==> src/noc_settings.svh <==
`ifndef NOC_SETTINGS_SVH
`define NOC_SETTINGS_SVH

// flit and bus data width.
`define NOC_FLIT_W 32

// node id width that matches the header fields.
`define NOC_NODE_W 4

// receive queue entries per endpoint.
`define NOC_RX_DEPTH 8

// largest data word count accepted in a header.
`define NOC_MAX_MSG_WORDS 16

`define NOC_TX_WRITE_ADDR    32'h0000
`define NOC_TX_SEND_ADDR     32'h0004
`define NOC_RX_READY_ADDR    32'h1000
`define NOC_RX_PAYLOAD_ADDR  32'h1004
`define NOC_RX_METADATA_ADDR 32'h1008

`endif

==> src/chiplet_types_pkg.sv <==
`default_nettype none

`include "noc_settings.svh"

package chiplet_types_pkg;

    // header flit with the destination in the top bits.
    typedef struct packed {
        logic [`NOC_NODE_W-1:0] dest;   // destination node.
        logic [`NOC_NODE_W-1:0] src;    // source node.
        logic [7:0]             count;  // data flits that follow.
        logic [15:0]            tag;    // free for software.
    } flit_head_t;

    // one link word seen as a header or as a plain data word.
    typedef union packed {
        flit_head_t             head;
        logic [`NOC_FLIT_W-1:0] payload;
    } flit_u;

endpackage

`default_nettype wire

==> src/chiplet_node_top.sv <==
`default_nettype none

`include "noc_settings.svh"

module chiplet_node_top (
    input  logic                   clk,
    input  logic                   reset,
    input  logic [31:0]            bus0_addr,
    input  logic                   bus0_wen,
    input  logic                   bus0_ren,
    input  logic [`NOC_FLIT_W-1:0] bus0_wdata,
    output logic [`NOC_FLIT_W-1:0] bus0_rdata,
    output logic                   bus0_error,
    output logic                   bus0_stall,
    input  logic [31:0]            bus1_addr,
    input  logic                   bus1_wen,
    input  logic                   bus1_ren,
    input  logic [`NOC_FLIT_W-1:0] bus1_wdata,
    output logic [`NOC_FLIT_W-1:0] bus1_rdata,
    output logic                   bus1_error,
    output logic                   bus1_stall,
    output logic                   packet_recv0,
    output logic                   packet_recv1
);
    logic                   tx0_req;
    logic                   tx0_ack;
    logic [`NOC_FLIT_W-1:0] tx0_flit;
    logic                   tx1_req;
    logic                   tx1_ack;
    logic [`NOC_FLIT_W-1:0] tx1_flit;
    logic                   rx0_req;
    logic                   rx0_ack;
    logic [`NOC_FLIT_W-1:0] rx0_flit;
    logic                   rx1_req;
    logic                   rx1_ack;
    logic [`NOC_FLIT_W-1:0] rx1_flit;

    endpoint #(
        .NODE_ID(0)
    ) ep0 (
        .clk(clk),
        .reset(reset),
        .bus_addr(bus0_addr),
        .bus_wen(bus0_wen),
        .bus_ren(bus0_ren),
        .bus_wdata(bus0_wdata),
        .bus_rdata(bus0_rdata),
        .bus_error(bus0_error),
        .bus_stall(bus0_stall),
        .tx_req(tx0_req),
        .tx_flit(tx0_flit),
        .tx_ack(tx0_ack),
        .rx_req(rx0_req),
        .rx_flit(rx0_flit),
        .rx_ack(rx0_ack),
        .packet_recv(packet_recv0)
    );

    endpoint #(
        .NODE_ID(1)
    ) ep1 (
        .clk(clk),
        .reset(reset),
        .bus_addr(bus1_addr),
        .bus_wen(bus1_wen),
        .bus_ren(bus1_ren),
        .bus_wdata(bus1_wdata),
        .bus_rdata(bus1_rdata),
        .bus_error(bus1_error),
        .bus_stall(bus1_stall),
        .tx_req(tx1_req),
        .tx_flit(tx1_flit),
        .tx_ack(tx1_ack),
        .rx_req(rx1_req),
        .rx_flit(rx1_flit),
        .rx_ack(rx1_ack),
        .packet_recv(packet_recv1)
    );

    // switch port n faces endpoint n in both directions.
    noc_switch noc (
        .clk(clk),
        .reset(reset),
        .in0_req(tx0_req),
        .in0_flit(tx0_flit),
        .in0_ack(tx0_ack),
        .in1_req(tx1_req),
        .in1_flit(tx1_flit),
        .in1_ack(tx1_ack),
        .out0_req(rx0_req),
        .out0_flit(rx0_flit),
        .out0_ack(rx0_ack),
        .out1_req(rx1_req),
        .out1_flit(rx1_flit),
        .out1_ack(rx1_ack)
    );
endmodule

`default_nettype wire

==> src/endpoint.sv <==
`default_nettype none

`include "noc_settings.svh"

module endpoint #(
    parameter int NODE_ID = 0
) (
    input  logic                   clk,
    input  logic                   reset,
    input  logic [31:0]            bus_addr,
    input  logic                   bus_wen,
    input  logic                   bus_ren,
    input  logic [`NOC_FLIT_W-1:0] bus_wdata,
    output logic [`NOC_FLIT_W-1:0] bus_rdata,
    output logic                   bus_error,
    output logic                   bus_stall,
    output logic                   tx_req,
    output logic [`NOC_FLIT_W-1:0] tx_flit,
    input  logic                   tx_ack,
    input  logic                   rx_req,
    input  logic [`NOC_FLIT_W-1:0] rx_flit,
    output logic                   rx_ack,
    output logic                   packet_recv
);
    import chiplet_types_pkg::*;

    localparam int ENTRY_W = `NOC_FLIT_W + 1;

    flit_u              bus_word;
    flit_u              rx_word;
    flit_head_t         tx_head;
    logic               count_ok;
    logic               tx_start;
    logic               tx_wen;
    logic               sending;
    logic               tx_busy;
    logic               fifo_wen;
    logic               fifo_ren;
    logic               fifo_full;
    logic               fifo_empty;
    logic [ENTRY_W-1:0] fifo_rdata;
    logic               front_head;
    logic [7:0]         rx_left;
    logic               rx_at_head;

    assign bus_word    = bus_wdata;
    assign rx_word     = rx_flit;
    assign count_ok    = (bus_word.head.count != 8'd0) &&
                         (bus_word.head.count <= `NOC_MAX_MSG_WORDS);
    assign front_head  = fifo_rdata[ENTRY_W-1];
    assign packet_recv = !fifo_empty;
    assign rx_at_head  = (rx_left == 8'd0);
    assign fifo_wen    = rx_req && !rx_ack && !fifo_full;  // full queue holds off ack.

    always_comb begin
        tx_head     = bus_word.head;
        tx_head.src = NODE_ID[`NOC_NODE_W-1:0];  // source is always this node.
    end

    sync_fifo #(
        .WIDTH(ENTRY_W),
        .DEPTH(`NOC_RX_DEPTH)
    ) rx_fifo (
        .clk(clk),
        .reset(reset),
        .wen(fifo_wen),
        .ren(fifo_ren),
        .wdata({rx_at_head, rx_flit}),
        .rdata(fifo_rdata),
        .full(fifo_full),
        .empty(fifo_empty)
    );

    tx_fsm tx (
        .clk(clk),
        .reset(reset),
        .start(tx_start),
        .head(tx_head),
        .wen(tx_wen),
        .wdata(bus_wdata),
        .sending(sending),
        .busy(tx_busy),
        .link_req(tx_req),
        .link_flit(tx_flit),
        .link_ack(tx_ack)
    );

    // the receive counter tells a header from its data words.
    always_ff @(posedge clk) begin
        if (reset) begin
            rx_ack  <= 1'b0;
            rx_left <= 8'd0;
        end else if (fifo_wen) begin
            rx_ack  <= 1'b1;
            rx_left <= rx_at_head ? rx_word.head.count : rx_left - 1'b1;
        end else if (rx_ack && !rx_req) begin
            rx_ack <= 1'b0;
        end
    end

    always_comb begin
        bus_rdata = 32'hBAD1BAD1;
        bus_error = 1'b0;
        bus_stall = 1'b0;
        tx_start  = 1'b0;
        tx_wen    = 1'b0;
        fifo_ren  = 1'b0;
        if (bus_addr == `NOC_TX_SEND_ADDR) begin
            bus_rdata = {31'd0, sending};
            if (bus_wen) begin
                if (sending || !count_ok) begin
                    bus_error = 1'b1;  // one open message at a time.
                end else begin
                    tx_start = 1'b1;
                end
            end
        end else if (bus_wen && bus_addr == `NOC_TX_WRITE_ADDR) begin
            if (!sending) begin
                bus_error = 1'b1;
            end else if (tx_busy) begin
                bus_stall = 1'b1;      // previous flit still on the link.
            end else begin
                tx_wen = 1'b1;
            end
        end else if (bus_ren && bus_addr == `NOC_RX_READY_ADDR) begin
            bus_rdata = {31'd0, !fifo_empty};
        end else if (bus_ren && bus_addr == `NOC_RX_PAYLOAD_ADDR) begin
            if (!fifo_empty && !front_head) begin
                bus_rdata = fifo_rdata[`NOC_FLIT_W-1:0];
                fifo_ren  = 1'b1;
            end else begin
                bus_error = 1'b1;
            end
        end else if (bus_ren && bus_addr == `NOC_RX_METADATA_ADDR) begin
            if (!fifo_empty && front_head) begin
                bus_rdata = fifo_rdata[`NOC_FLIT_W-1:0];
                fifo_ren  = 1'b1;
            end else begin
                bus_error = 1'b1;
            end
        end else if (bus_wen || bus_ren) begin
            bus_error = 1'b1;
        end
    end
endmodule

`default_nettype wire

==> src/noc_switch.sv <==
`default_nettype none

`include "noc_settings.svh"

module noc_switch (
    input  logic                   clk,
    input  logic                   reset,
    input  logic                   in0_req,
    input  logic [`NOC_FLIT_W-1:0] in0_flit,
    output logic                   in0_ack,
    input  logic                   in1_req,
    input  logic [`NOC_FLIT_W-1:0] in1_flit,
    output logic                   in1_ack,
    output logic                   out0_req,
    output logic [`NOC_FLIT_W-1:0] out0_flit,
    input  logic                   out0_ack,
    output logic                   out1_req,
    output logic [`NOC_FLIT_W-1:0] out1_flit,
    input  logic                   out1_ack
);
    import chiplet_types_pkg::*;

    logic [1:0]             in_req;
    logic [1:0]             in_ack;
    logic [1:0]             out_req;
    logic [1:0]             out_ack;
    flit_u                  in_word [2];
    logic [`NOC_FLIT_W-1:0] out_word [2];
    logic [1:0]             in_owned;
    logic [1:0]             want [2];   // want[o][i] is set while input i waits on output o.
    logic [1:0]             grant;
    logic [1:0]             grant_sel;
    logic [1:0]             locked;
    logic [1:0]             owner;
    logic [1:0]             prio;
    logic [1:0]             ack_q;
    logic [7:0]             left [2];

    assign in_req     = {in1_req, in0_req};
    assign out_ack    = {out1_ack, out0_ack};
    assign in_word[0] = in0_flit;
    assign in_word[1] = in1_flit;
    assign in0_ack    = in_ack[0];
    assign in1_ack    = in_ack[1];
    assign out0_req   = out_req[0];
    assign out1_req   = out_req[1];
    assign out0_flit  = out_word[0];
    assign out1_flit  = out_word[1];

    always_comb begin
        for (int i = 0; i < 2; i++) begin
            in_owned[i] = (locked[0] && owner[0] == i) || (locked[1] && owner[1] == i);
            in_ack[i]   = (locked[0] && owner[0] == i && out_ack[0]) ||
                          (locked[1] && owner[1] == i && out_ack[1]);
        end
        for (int o = 0; o < 2; o++) begin
            out_req[o]  = locked[o] && in_req[owner[o]];
            out_word[o] = in_word[owner[o]].payload;
            // a free input with req up is showing a header; low dest bit picks the port.
            for (int i = 0; i < 2; i++) begin
                want[o][i] = in_req[i] && !in_owned[i] && (in_word[i].head.dest[0] == o);
            end
            grant[o]     = !locked[o] && (want[o] != 2'b00);
            grant_sel[o] = want[o][prio[o]] ? prio[o] : !prio[o];
        end
    end

    always_ff @(posedge clk) begin
        if (reset) begin
            locked  <= 2'b00;
            owner   <= 2'b00;
            prio    <= 2'b00;
            ack_q   <= 2'b00;
            left[0] <= 8'd0;
            left[1] <= 8'd0;
        end else begin
            ack_q <= out_ack;
            for (int o = 0; o < 2; o++) begin
                if (grant[o]) begin
                    locked[o] <= 1'b1;
                    owner[o]  <= grant_sel[o];
                    prio[o]   <= !grant_sel[o];   // other input goes first next time.
                    left[o]   <= in_word[grant_sel[o]].head.count;
                end else if (locked[o] && ack_q[o] && !out_ack[o]) begin
                    if (left[o] == 8'd0) begin
                        locked[o] <= 1'b0;        // whole message delivered.
                    end else begin
                        left[o] <= left[o] - 1'b1;
                    end
                end
            end
        end
    end
endmodule

`default_nettype wire

==> src/sync_fifo.sv <==
`default_nettype none

module sync_fifo #(
    parameter int WIDTH = 32,
    parameter int DEPTH = 8
) (
    input  logic             clk,
    input  logic             reset,
    input  logic             wen,
    input  logic             ren,
    input  logic [WIDTH-1:0] wdata,
    output logic [WIDTH-1:0] rdata,
    output logic             full,
    output logic             empty
);
    localparam int PTR_W = (DEPTH > 1) ? $clog2(DEPTH) : 1;

    logic [WIDTH-1:0] mem [DEPTH];
    logic [PTR_W-1:0] wr_ptr;
    logic [PTR_W-1:0] rd_ptr;
    logic [PTR_W:0]   count;
    logic             do_write;
    logic             do_read;

    assign full     = (count == (PTR_W+1)'(DEPTH));
    assign empty    = (count == '0);
    assign do_write = wen && !full;     // a write to a full buffer is dropped.
    assign do_read  = ren && !empty;
    assign rdata    = mem[rd_ptr];      // front entry is visible without a read.

    always_ff @(posedge clk) begin
        if (do_write) begin
            mem[wr_ptr] <= wdata;
        end
    end

    always_ff @(posedge clk) begin
        if (reset) begin
            wr_ptr <= '0;
            rd_ptr <= '0;
            count  <= '0;
        end else begin
            if (do_write) begin
                wr_ptr <= (wr_ptr == PTR_W'(DEPTH - 1)) ? '0 : wr_ptr + 1'b1;
            end
            if (do_read) begin
                rd_ptr <= (rd_ptr == PTR_W'(DEPTH - 1)) ? '0 : rd_ptr + 1'b1;
            end
            case ({do_write, do_read})
                2'b10:   count <= count + 1'b1;
                2'b01:   count <= count - 1'b1;
                default: count <= count;
            endcase
        end
    end
endmodule

`default_nettype wire

==> src/tx_fsm.sv <==
`default_nettype none

`include "noc_settings.svh"

module tx_fsm (
    input  logic                          clk,
    input  logic                          reset,
    input  logic                          start,
    input  chiplet_types_pkg::flit_head_t head,
    input  logic                          wen,
    input  logic [`NOC_FLIT_W-1:0]        wdata,
    output logic                          sending,
    output logic                          busy,
    output logic                          link_req,
    output logic [`NOC_FLIT_W-1:0]        link_flit,
    input  logic                          link_ack
);
    import chiplet_types_pkg::*;

    localparam logic [1:0] LINK_IDLE = 2'd0;
    localparam logic [1:0] LINK_REQ  = 2'd1;
    localparam logic [1:0] LINK_DROP = 2'd2;

    logic [1:0] link_state;
    flit_u      flit_q;
    logic       flit_full;
    logic       flit_is_head;
    logic [7:0] words_left;
    logic       load_head;
    logic       load_data;

    assign busy      = flit_full || (link_state != LINK_IDLE);
    assign load_head = start && !busy;
    assign load_data = wen && !busy && !start;
    assign link_req  = (link_state == LINK_REQ);
    assign link_flit = flit_q.payload;

    always_ff @(posedge clk) begin
        if (load_head) begin
            flit_q.head <= head;
        end else if (load_data) begin
            flit_q.payload <= wdata;
        end
    end

    always_ff @(posedge clk) begin
        if (reset) begin
            link_state   <= LINK_IDLE;
            flit_full    <= 1'b0;
            flit_is_head <= 1'b0;
            words_left   <= 8'd0;
            sending      <= 1'b0;
        end else begin
            if (load_head) begin
                flit_full    <= 1'b1;
                flit_is_head <= 1'b1;
                words_left   <= head.count;
                sending      <= 1'b1;
            end else if (load_data) begin
                flit_full    <= 1'b1;
                flit_is_head <= 1'b0;
            end
            case (link_state)
                LINK_IDLE: begin
                    if (flit_full && !link_ack) begin
                        link_state <= LINK_REQ;
                    end
                end
                LINK_REQ: begin
                    if (link_ack) begin
                        link_state <= LINK_DROP;
                        flit_full  <= 1'b0;       // receiver has the flit.
                        if (!flit_is_head) begin
                            words_left <= words_left - 1'b1;
                        end
                    end
                end
                LINK_DROP: begin
                    if (!link_ack) begin
                        link_state <= LINK_IDLE;
                        if (words_left == 8'd0) begin
                            sending <= 1'b0;      // last data flit done.
                        end
                    end
                end
                default: link_state <= LINK_IDLE;
            endcase
        end
    end
endmodule

`default_nettype wire
==> config.mk <==
export PLATFORM = sky130hd
export DESIGN_NAME = chiplet_node_top
export DESIGN_NICKNAME = d
export VERILOG_FILES = /design/src/chiplet_types_pkg.sv /design/src/chiplet_node_top.sv /design/src/endpoint.sv /design/src/noc_switch.sv /design/src/sync_fifo.sv /design/src/tx_fsm.sv
export VERILOG_INCLUDE_DIRS = /design/src
export SDC_FILE = /design/constraint.sdc
export NUM_CORES = 1
export LEC_CHECK = 0
export ABC_CLOCK_PERIOD_IN_PS = 8100
export BUFFER_PORTS_ARGS = -buffer_cell sky130_fd_sc_hd__buf_4
export CAP_MARGIN = 10
export CORE_ASPECT_RATIO = 1.25
export CORE_UTILIZATION = 55
export CTS_CLUSTER_SIZE = 30
export DETAILED_ROUTE_END_ITERATION = 12
export GPL_TIMING_DRIVEN = 0
export PLACE_DENSITY = 0.74
export SKIP_CTS_REPAIR_TIMING = 1
export SYNTH_ARGS = -nofsm -noshare
export SYNTH_HDL_FRONTEND = slang
export SYNTH_SLANG_ARGS = --single-unit
==> constraint.sdc <==
create_clock -name clk -period 8.1 [get_ports clk]
set_input_delay 0.405 -clock clk [delete_from_list [all_inputs] [get_ports clk]]
set_output_delay 0.405 -clock clk [all_outputs]
set_load 0.01 [all_outputs]
## Word level (Yosys, flattened, before mapping)

Memory sizes are Yosys's and may differ from the RTL's. A register that Yosys moved wholly into a read port is not among the register bits.
Index checks and enable logic that the tools add are counted.

| operators by class | value |
|---|---|
| $add $sub $neg | 14 |
| order comparisons | 10 |
| eq/ne operators | 28 |
| mux-type cells | 182 |
| bitwise operators | 12 |
| reduce and logical (&&, ||, !) cells | 122 |

Operators by type and width:

| operator | count |
|---|---|
| $mux 32 | 24 |
| $eq 32x13->1 const B | 6 |
| $mux 24 | 6 |
| $mux 1 | 120 |
| $mux 8 | 14 |
| $eq 32x3->1 const B | 2 |
| $logic_not 32->1 | 2 |
| $logic_and 1x1->1 | 54 |
| $logic_not 8->1 | 6 |
| $sub 8x1->8 const B | 6 |
| $reduce_bool 2->1 | 14 |
| $logic_not 1->1 | 26 |
| $mux 3 | 8 |
| $le 8x5->1 const B | 2 |
| $pmux 4 s2 | 2 |
| $reduce_bool 8->1 | 2 |
| $add 3x1->3 const B | 4 |
| $eq 3x3->1 const B | 4 |
| $mux 2 | 6 |
| $pmux 2 s3 | 2 |
| $logic_or 1x1->1 | 10 |
| $add 4x1->4 const B | 2 |
| $eq 2x1->1 const B | 4 |
| $eq 2x2->1 const B | 4 |
| 13 further kinds | 38 |

| storage, ports and cells | value |
|---|---|
| register bits | 136 |
| bits in writable memories | 544 |
| bits of input ports | 134 |
| output and inout port bits | 70 |
| word-level logic and storage cells | 402 |
| memories kept | 3 |

Memory list:

| memory | words | width | read ports | clocked after Yosys merged registers in | write ports | line | source |
|---|---|---|---|---|---|---|---|
| ep0.rx_fifo.mem | 8 | 33 | 1 | 1 | 1 | sync_fifo.sv:18 | `logic [WIDTH-1:0] mem [DEPTH];` |
| ep1.rx_fifo.mem | 8 | 33 | 1 | 1 | 1 | sync_fifo.sv:18 |  |
| noc.left | 2 | 8 | 2 | 0 | 2 | noc_switch.sv:37 | `logic [7:0] left [2];` |

## Logic depth before layout (Yosys ltp)

| depth | value |
|---|---|
| word-level depth | 15 |
| depth in mapped cells | 14 |
| mapped depth without buffers | 12 |

## Modules after synthesis

From an unflattened synthesis, not the netlist that was laid out.

| second synthesis, totals | value |
|---|---|
| cells, all modules | 1874 |
| area total of the unflattened synthesis | 29976.2 µm² |

By module, submodules not included:

| module | instances | cells an instance | area an instance (µm²) |
|---|---|---|---|
| sync_fifo at ep0.rx_fifo | 1 | 461 | 10627.7 |
| sync_fifo at ep1.rx_fifo | 1 | 461 | 10603.9 |
| noc_switch | 1 | 238 | 2497.4 |
| tx_fsm at ep1.tx | 1 | 214 | 2083.2 |
| tx_fsm at ep0.tx | 1 | 207 | 1985.7 |
| endpoint at ep1 | 1 | 147 | 1091.0 |
| endpoint at ep0 | 1 | 146 | 1087.3 |

## Worst setup path after synthesis

OpenSTA, ideal clock, no wires.

| timing | value |
|---|---|
| path type | register to register |
| start point | register ep0.tx.link_state[0] |
| end point | memory ep1.rx_fifo.mem[4][0] (netlist name), enable pin |
| arrival time | 4.850 ns |
| data required time | 7.582 ns |
| setup slack | 2.732 ns |
| cell stages (with the launch flop) | 7 |
| cells stage by stage | dfxtp_1 -> clkbuf_1 -> nor3b_1 -> o2111a_1 -> inv_1 -> buf_1 -> nor4b_1 |

| between the ends | value |
|---|---|
| cells in the longest elaborated chain, start to end | 9 |

RTL lines:

| element | line | source |
|---|---|---|
| start, declared | tx_fsm.sv:24 | `logic [1:0] link_state;` |
| start signal, assigned | tx_fsm.sv:48 | `link_state <= LINK_IDLE;` |
| start signal, assigned | tx_fsm.sv:66 | `link_state <= LINK_REQ;` |
| start signal, assigned | tx_fsm.sv:71 | `link_state <= LINK_DROP;` |
| $eq 2x1->1 | tx_fsm.sv:35 | `assign link_req = (link_state == LINK_REQ);` |
| $mux 1 (implied by the code) (2 in series) | noc_switch.sv:57 | `out_req[o] = locked[o] && in_req[owner[o]];` |
| $logic_and 1x1->1 | noc_switch.sv:57 |  |
| $logic_and 1x1->1 (2 in series) | endpoint.sv:53 | `assign fifo_wen = rx_req && !rx_ack && !fifo_full;` |
| $logic_and 1x1->1 | sync_fifo.sv:27 | `assign do_write = wen && !full;` |
| $mux 1 | sync_fifo.sv:32 | `if (do_write) begin` |
| $mux 1 (implied by the code) | sync_fifo.sv:33 | `mem[wr_ptr] <= wdata;` |
| end, declared | sync_fifo.sv:18 |  |

No other way between the ends. The select of a mux whose other input is x is not followed.

==> impl_metrics.csv <==
group,metric,value,unit
run_status,status,"completed",
global_routing,grt.total_usage,27.0,%
synth,synth_ff_type,"edfxtp_1",
die,core_area,51900,sq um
synth,synthCells,1773,
placed_design,pre_cts_ws,3430,ps
timing,timing.hold.ws,56.8,ps
timing,fmax,215,MHz
synth,yosysTopAreaCell,"edfxtp_1",
timing,drv_slew,0,
timing,max_slew_margin,18.3,%
setup_path,cp_max_fo,11,
setup_path,start_kind,"register",
finish,drive_above_1_share,27.7,%
die,floorplan.die_area,53700,sq um
detailed_routing,wl,71800,um
global_routing,grt_overflow,0,
timing,finalHoldViolCount,0,
pwr,leakage,11.5,nW
die,rows,93,
timing,report.final.setup_viol,0,
synth,syn-num-nets,1933,
synth,synth_seq_cells,686,
worst_hold_path,hold_class,"input port to register",
detailed_routing,drc_errors,0,
detailed_routing,final_antenna_net_count,0,
timing,min_period,4650,ps
global_routing,grt_antenna_before_repair,0,
placed_design,dpl.hpwl,51400,um
die,initial_core_util,56.0,%
synth,synth_cell_types,69,
timing,fin_ws,3450,ps
clock_tree,cts_buffer_depth,3,
synth,synth_edf_count,600,
timing,finClkSkew,30.6,ps
pwr,power,6.95,mW
detailed_routing,firstDrtPassIters,6,
global_routing,grt_pass1_vias,17800,
synth,netlist.area_leader.share,62.0,%
global_routing,grt_pass1_wl,107000,um
timing,rsz0062_at_grt,"no",
timing,setup_tns,0,ps
job,cap_violations,0,
synth,syn_area,29100,sq um
pwr,peakVddDrop,0.000191,V
detailed_routing,drt_iter0_markers,1252,
finish,nNetsFinal,2254,
die,ios,204,
clock_tree,numClockSinks,686,
finish,final_util,66.0,%
timing,worstMarginPinSlew,1210,ps
finish,nFillCells,3561,
setup_path,critical_path_class,"register to register",
placed_design,port_buffers,203,
setup_path,cp.arrival,5150,ps
placed_design,gp_congestion,0.904,
clock_tree,htree_levels,3,
clock_tree,tritoncts,"built",
detailed_routing,routedWlPerCell,25.5,um
clock_tree,path_clk_slew,70,ps
detailed_routing,viasPerCell,6.21,
global_routing,grt_start_max_net_pins,38,
synth,synthArstFlopShare,0,%
timing,finalCritPeriodShare,57.4,%
finish,syn_to_final_growth,17.9,%
clock_tree,numCtsBuffers,66,
synth,yosysSeqAreaShare,67.9,%
synth,yosys_warnings,0,
synth,synth.top_cells.by_area,"edfxtp_1, mux4_2, dfxtp_1, mux2i_1, mux2_2",
pwr,power_density,203,nW/um^2
clock_tree,cts_root_buffer,"clkbuf_16",
detailed_routing,vias,17500,
setup_path,end_kind,"register",
die,die_height,259,um
synth,synth.avg_cell_area,16.4,sq um
die,dieWidth,208,um
clock_tree,clk_latency,610,ps
setup_path,cp.required,8610,ps
==> cells by family (layout without fill, tap and decap cells) <==
family	count (synthesis)	count (layout)	synth area share (%)
flip-flops	686	686	67.9
AND/OR/NAND/NOR	414	414	7.82
multiplexers	298	298	16.3
AO/OA/AOI/OAI	212	212	4.63
buffers and inverters	113	485	1.52
adder cells (fa/ha/maj)	26	26	1.12
XOR/XNOR	24	24	0.724
other	0	1	0
==> stage by stage <==
| stage | instances | area [sq um] |
|---|---|---|
| after floorplan | 1773 | 29100 |
| after global placement | 2641 | 31400 |
| after detailed placement | 2691 | 32100 |
| after CTS | 2810 | 34300 |
| after global routing | 2810 | 34300 |
| final | 2811 | 34300 |
==> area by class of cell <==
cell class / count / area, sq um / share of cell area [%]
inverter: 28 / 105 / 0.307
multi-input combinational: 974 / 8970 / 26.2
sequential: 686 / 19700 / 57.6
antenna: 1 / 2.50 / 0.00730
tap: 665 / 832 / 2.43
timing repair buffer: 253 / 2130 / 6.22
clock buffer: 79 / 1770 / 5.16
buffer: 85 / 337 / 0.982
clock inverter: 40 / 377 / 1.10
==> worst max-delay path, cell delays in order, from the launching register on <==
cell,delay [ps]
dfxtp_1,500
mux4_2,560
mux2i_1,330
mux2i_1,360
nand2_1,450
inv_2,360
buf_1,610
ha_1,390
xor2_1,180
ha_1,170
a21oi_1,50
xor2_1,160
or3_1,310
a21oi_1,130
==> cells in the mapped netlist, types with 5 or more instances <==
cell and number:
a2111oi_0 8, a211oi_1 8, a21oi_1 78, a311oi_1 7
a31oi_1 14, and2_1 59, and3_1 7, and3b_1 5
buf_1 19, buf_2 13, clkbuf_1 53, dfxtp_1 86
edfxtp_1 600, ha_1 26, inv_1 27, mux2_2 66
mux2i_1 99, mux4_2 132, nand2_1 47, nand2b_1 25
nand3_1 22, nand3b_1 9, nand4_1 10, nor2_1 104
nor2b_1 12, nor3_1 30, nor3b_1 11, nor4_1 34
o211ai_1 8, o21a_1 7, o21ai_0 32, o22ai_1 12
o31ai_1 7, or3_1 8, or4_1 9, xnor2_1 11
xor2_1 13
==> cells in the final DEF (no fill, tap or decap), types with 13 or more instances in the layout <==
| master | synthesis | layout |
|---|---|---|
| clkbuf_1 | 53 | 61 |
| nor4_1 | 34 | 33 |
| mux4_2 | 132 | 132 |
| inv_1 | 27 | 27 |
| buf_6 | 0 | 28 |
| buf_4 | 0 | 215 |
| buf_2 | 13 | 13 |
| nand3_1 | 22 | 22 |
| mux2i_1 | 99 | 99 |
| edfxtp_1 | 600 | 600 |
| xor2_1 | 13 | 13 |
| ha_1 | 26 | 26 |
| dfxtp_1 | 86 | 86 |
| and2_1 | 59 | 59 |
| a21oi_1 | 78 | 78 |
| clkbuf_16 | 0 | 69 |
| o21ai_0 | 32 | 32 |
| nor3_1 | 30 | 25 |
| nand2b_1 | 25 | 25 |
| nand2_1 | 47 | 47 |
| a31oi_1 | 14 | 14 |
| buf_1 | 19 | 19 |
| mux2_2 | 66 | 66 |
| nor2_1 | 104 | 99 |
==> registers in the layout (all words and copies together) (netlist names), 16 cells and up, named ones only <==
register	flops
ep1.tx.link_flit	32
noc.left	16
ep0.tx.link_flit	32
ep1.rx_fifo.mem	264
ep0.rx_fifo.mem	264
==> worst paths after layout <==
kind | startpoint | end | slack, ps | depth (start not counted)
min | bus1_wdata[24] | ep1.tx.link_flit[24]$_SDFFE_PP1N_ | 60 | 3
max reg2reg | register | ep0.rx_fifo.count[2]$_SDFFE_PP0P_ | 3450 | 13
max | register | ep0.rx_fifo.count[2]$_SDFFE_PP0P_ | 3450 | 13
min reg2reg | ep0.tx.flit_is_head$_SDFFE_PP0P_ | ep0.tx.flit_is_head$_SDFFE_PP0P_ | 460 | 2
==> metal layers <==
layer / GRT usage [%] / part of all wire, % / vias up / wire, um
met5: 0 / 0 / - / 0
met4: 13.2 / 4.5 / 0 / 3240
li1: - / - / 7730 / -
met2: 47.7 / 52 / 744 / 37100
met3: 3.74 / 6.5 / 167 / 4690
met1: 32.8 / 37 / 8828 / 26800
==> report_power, final <==
part           total (mW)  switching [mW]  internal [mW]
Combinational       0.102          0.0480         0.0542
Sequential           3.79         0.00284           3.79
Clock                3.05            1.32           1.74
Total                6.95            1.37           5.58
No activity file was read; power rests on OpenSTA's default activity.
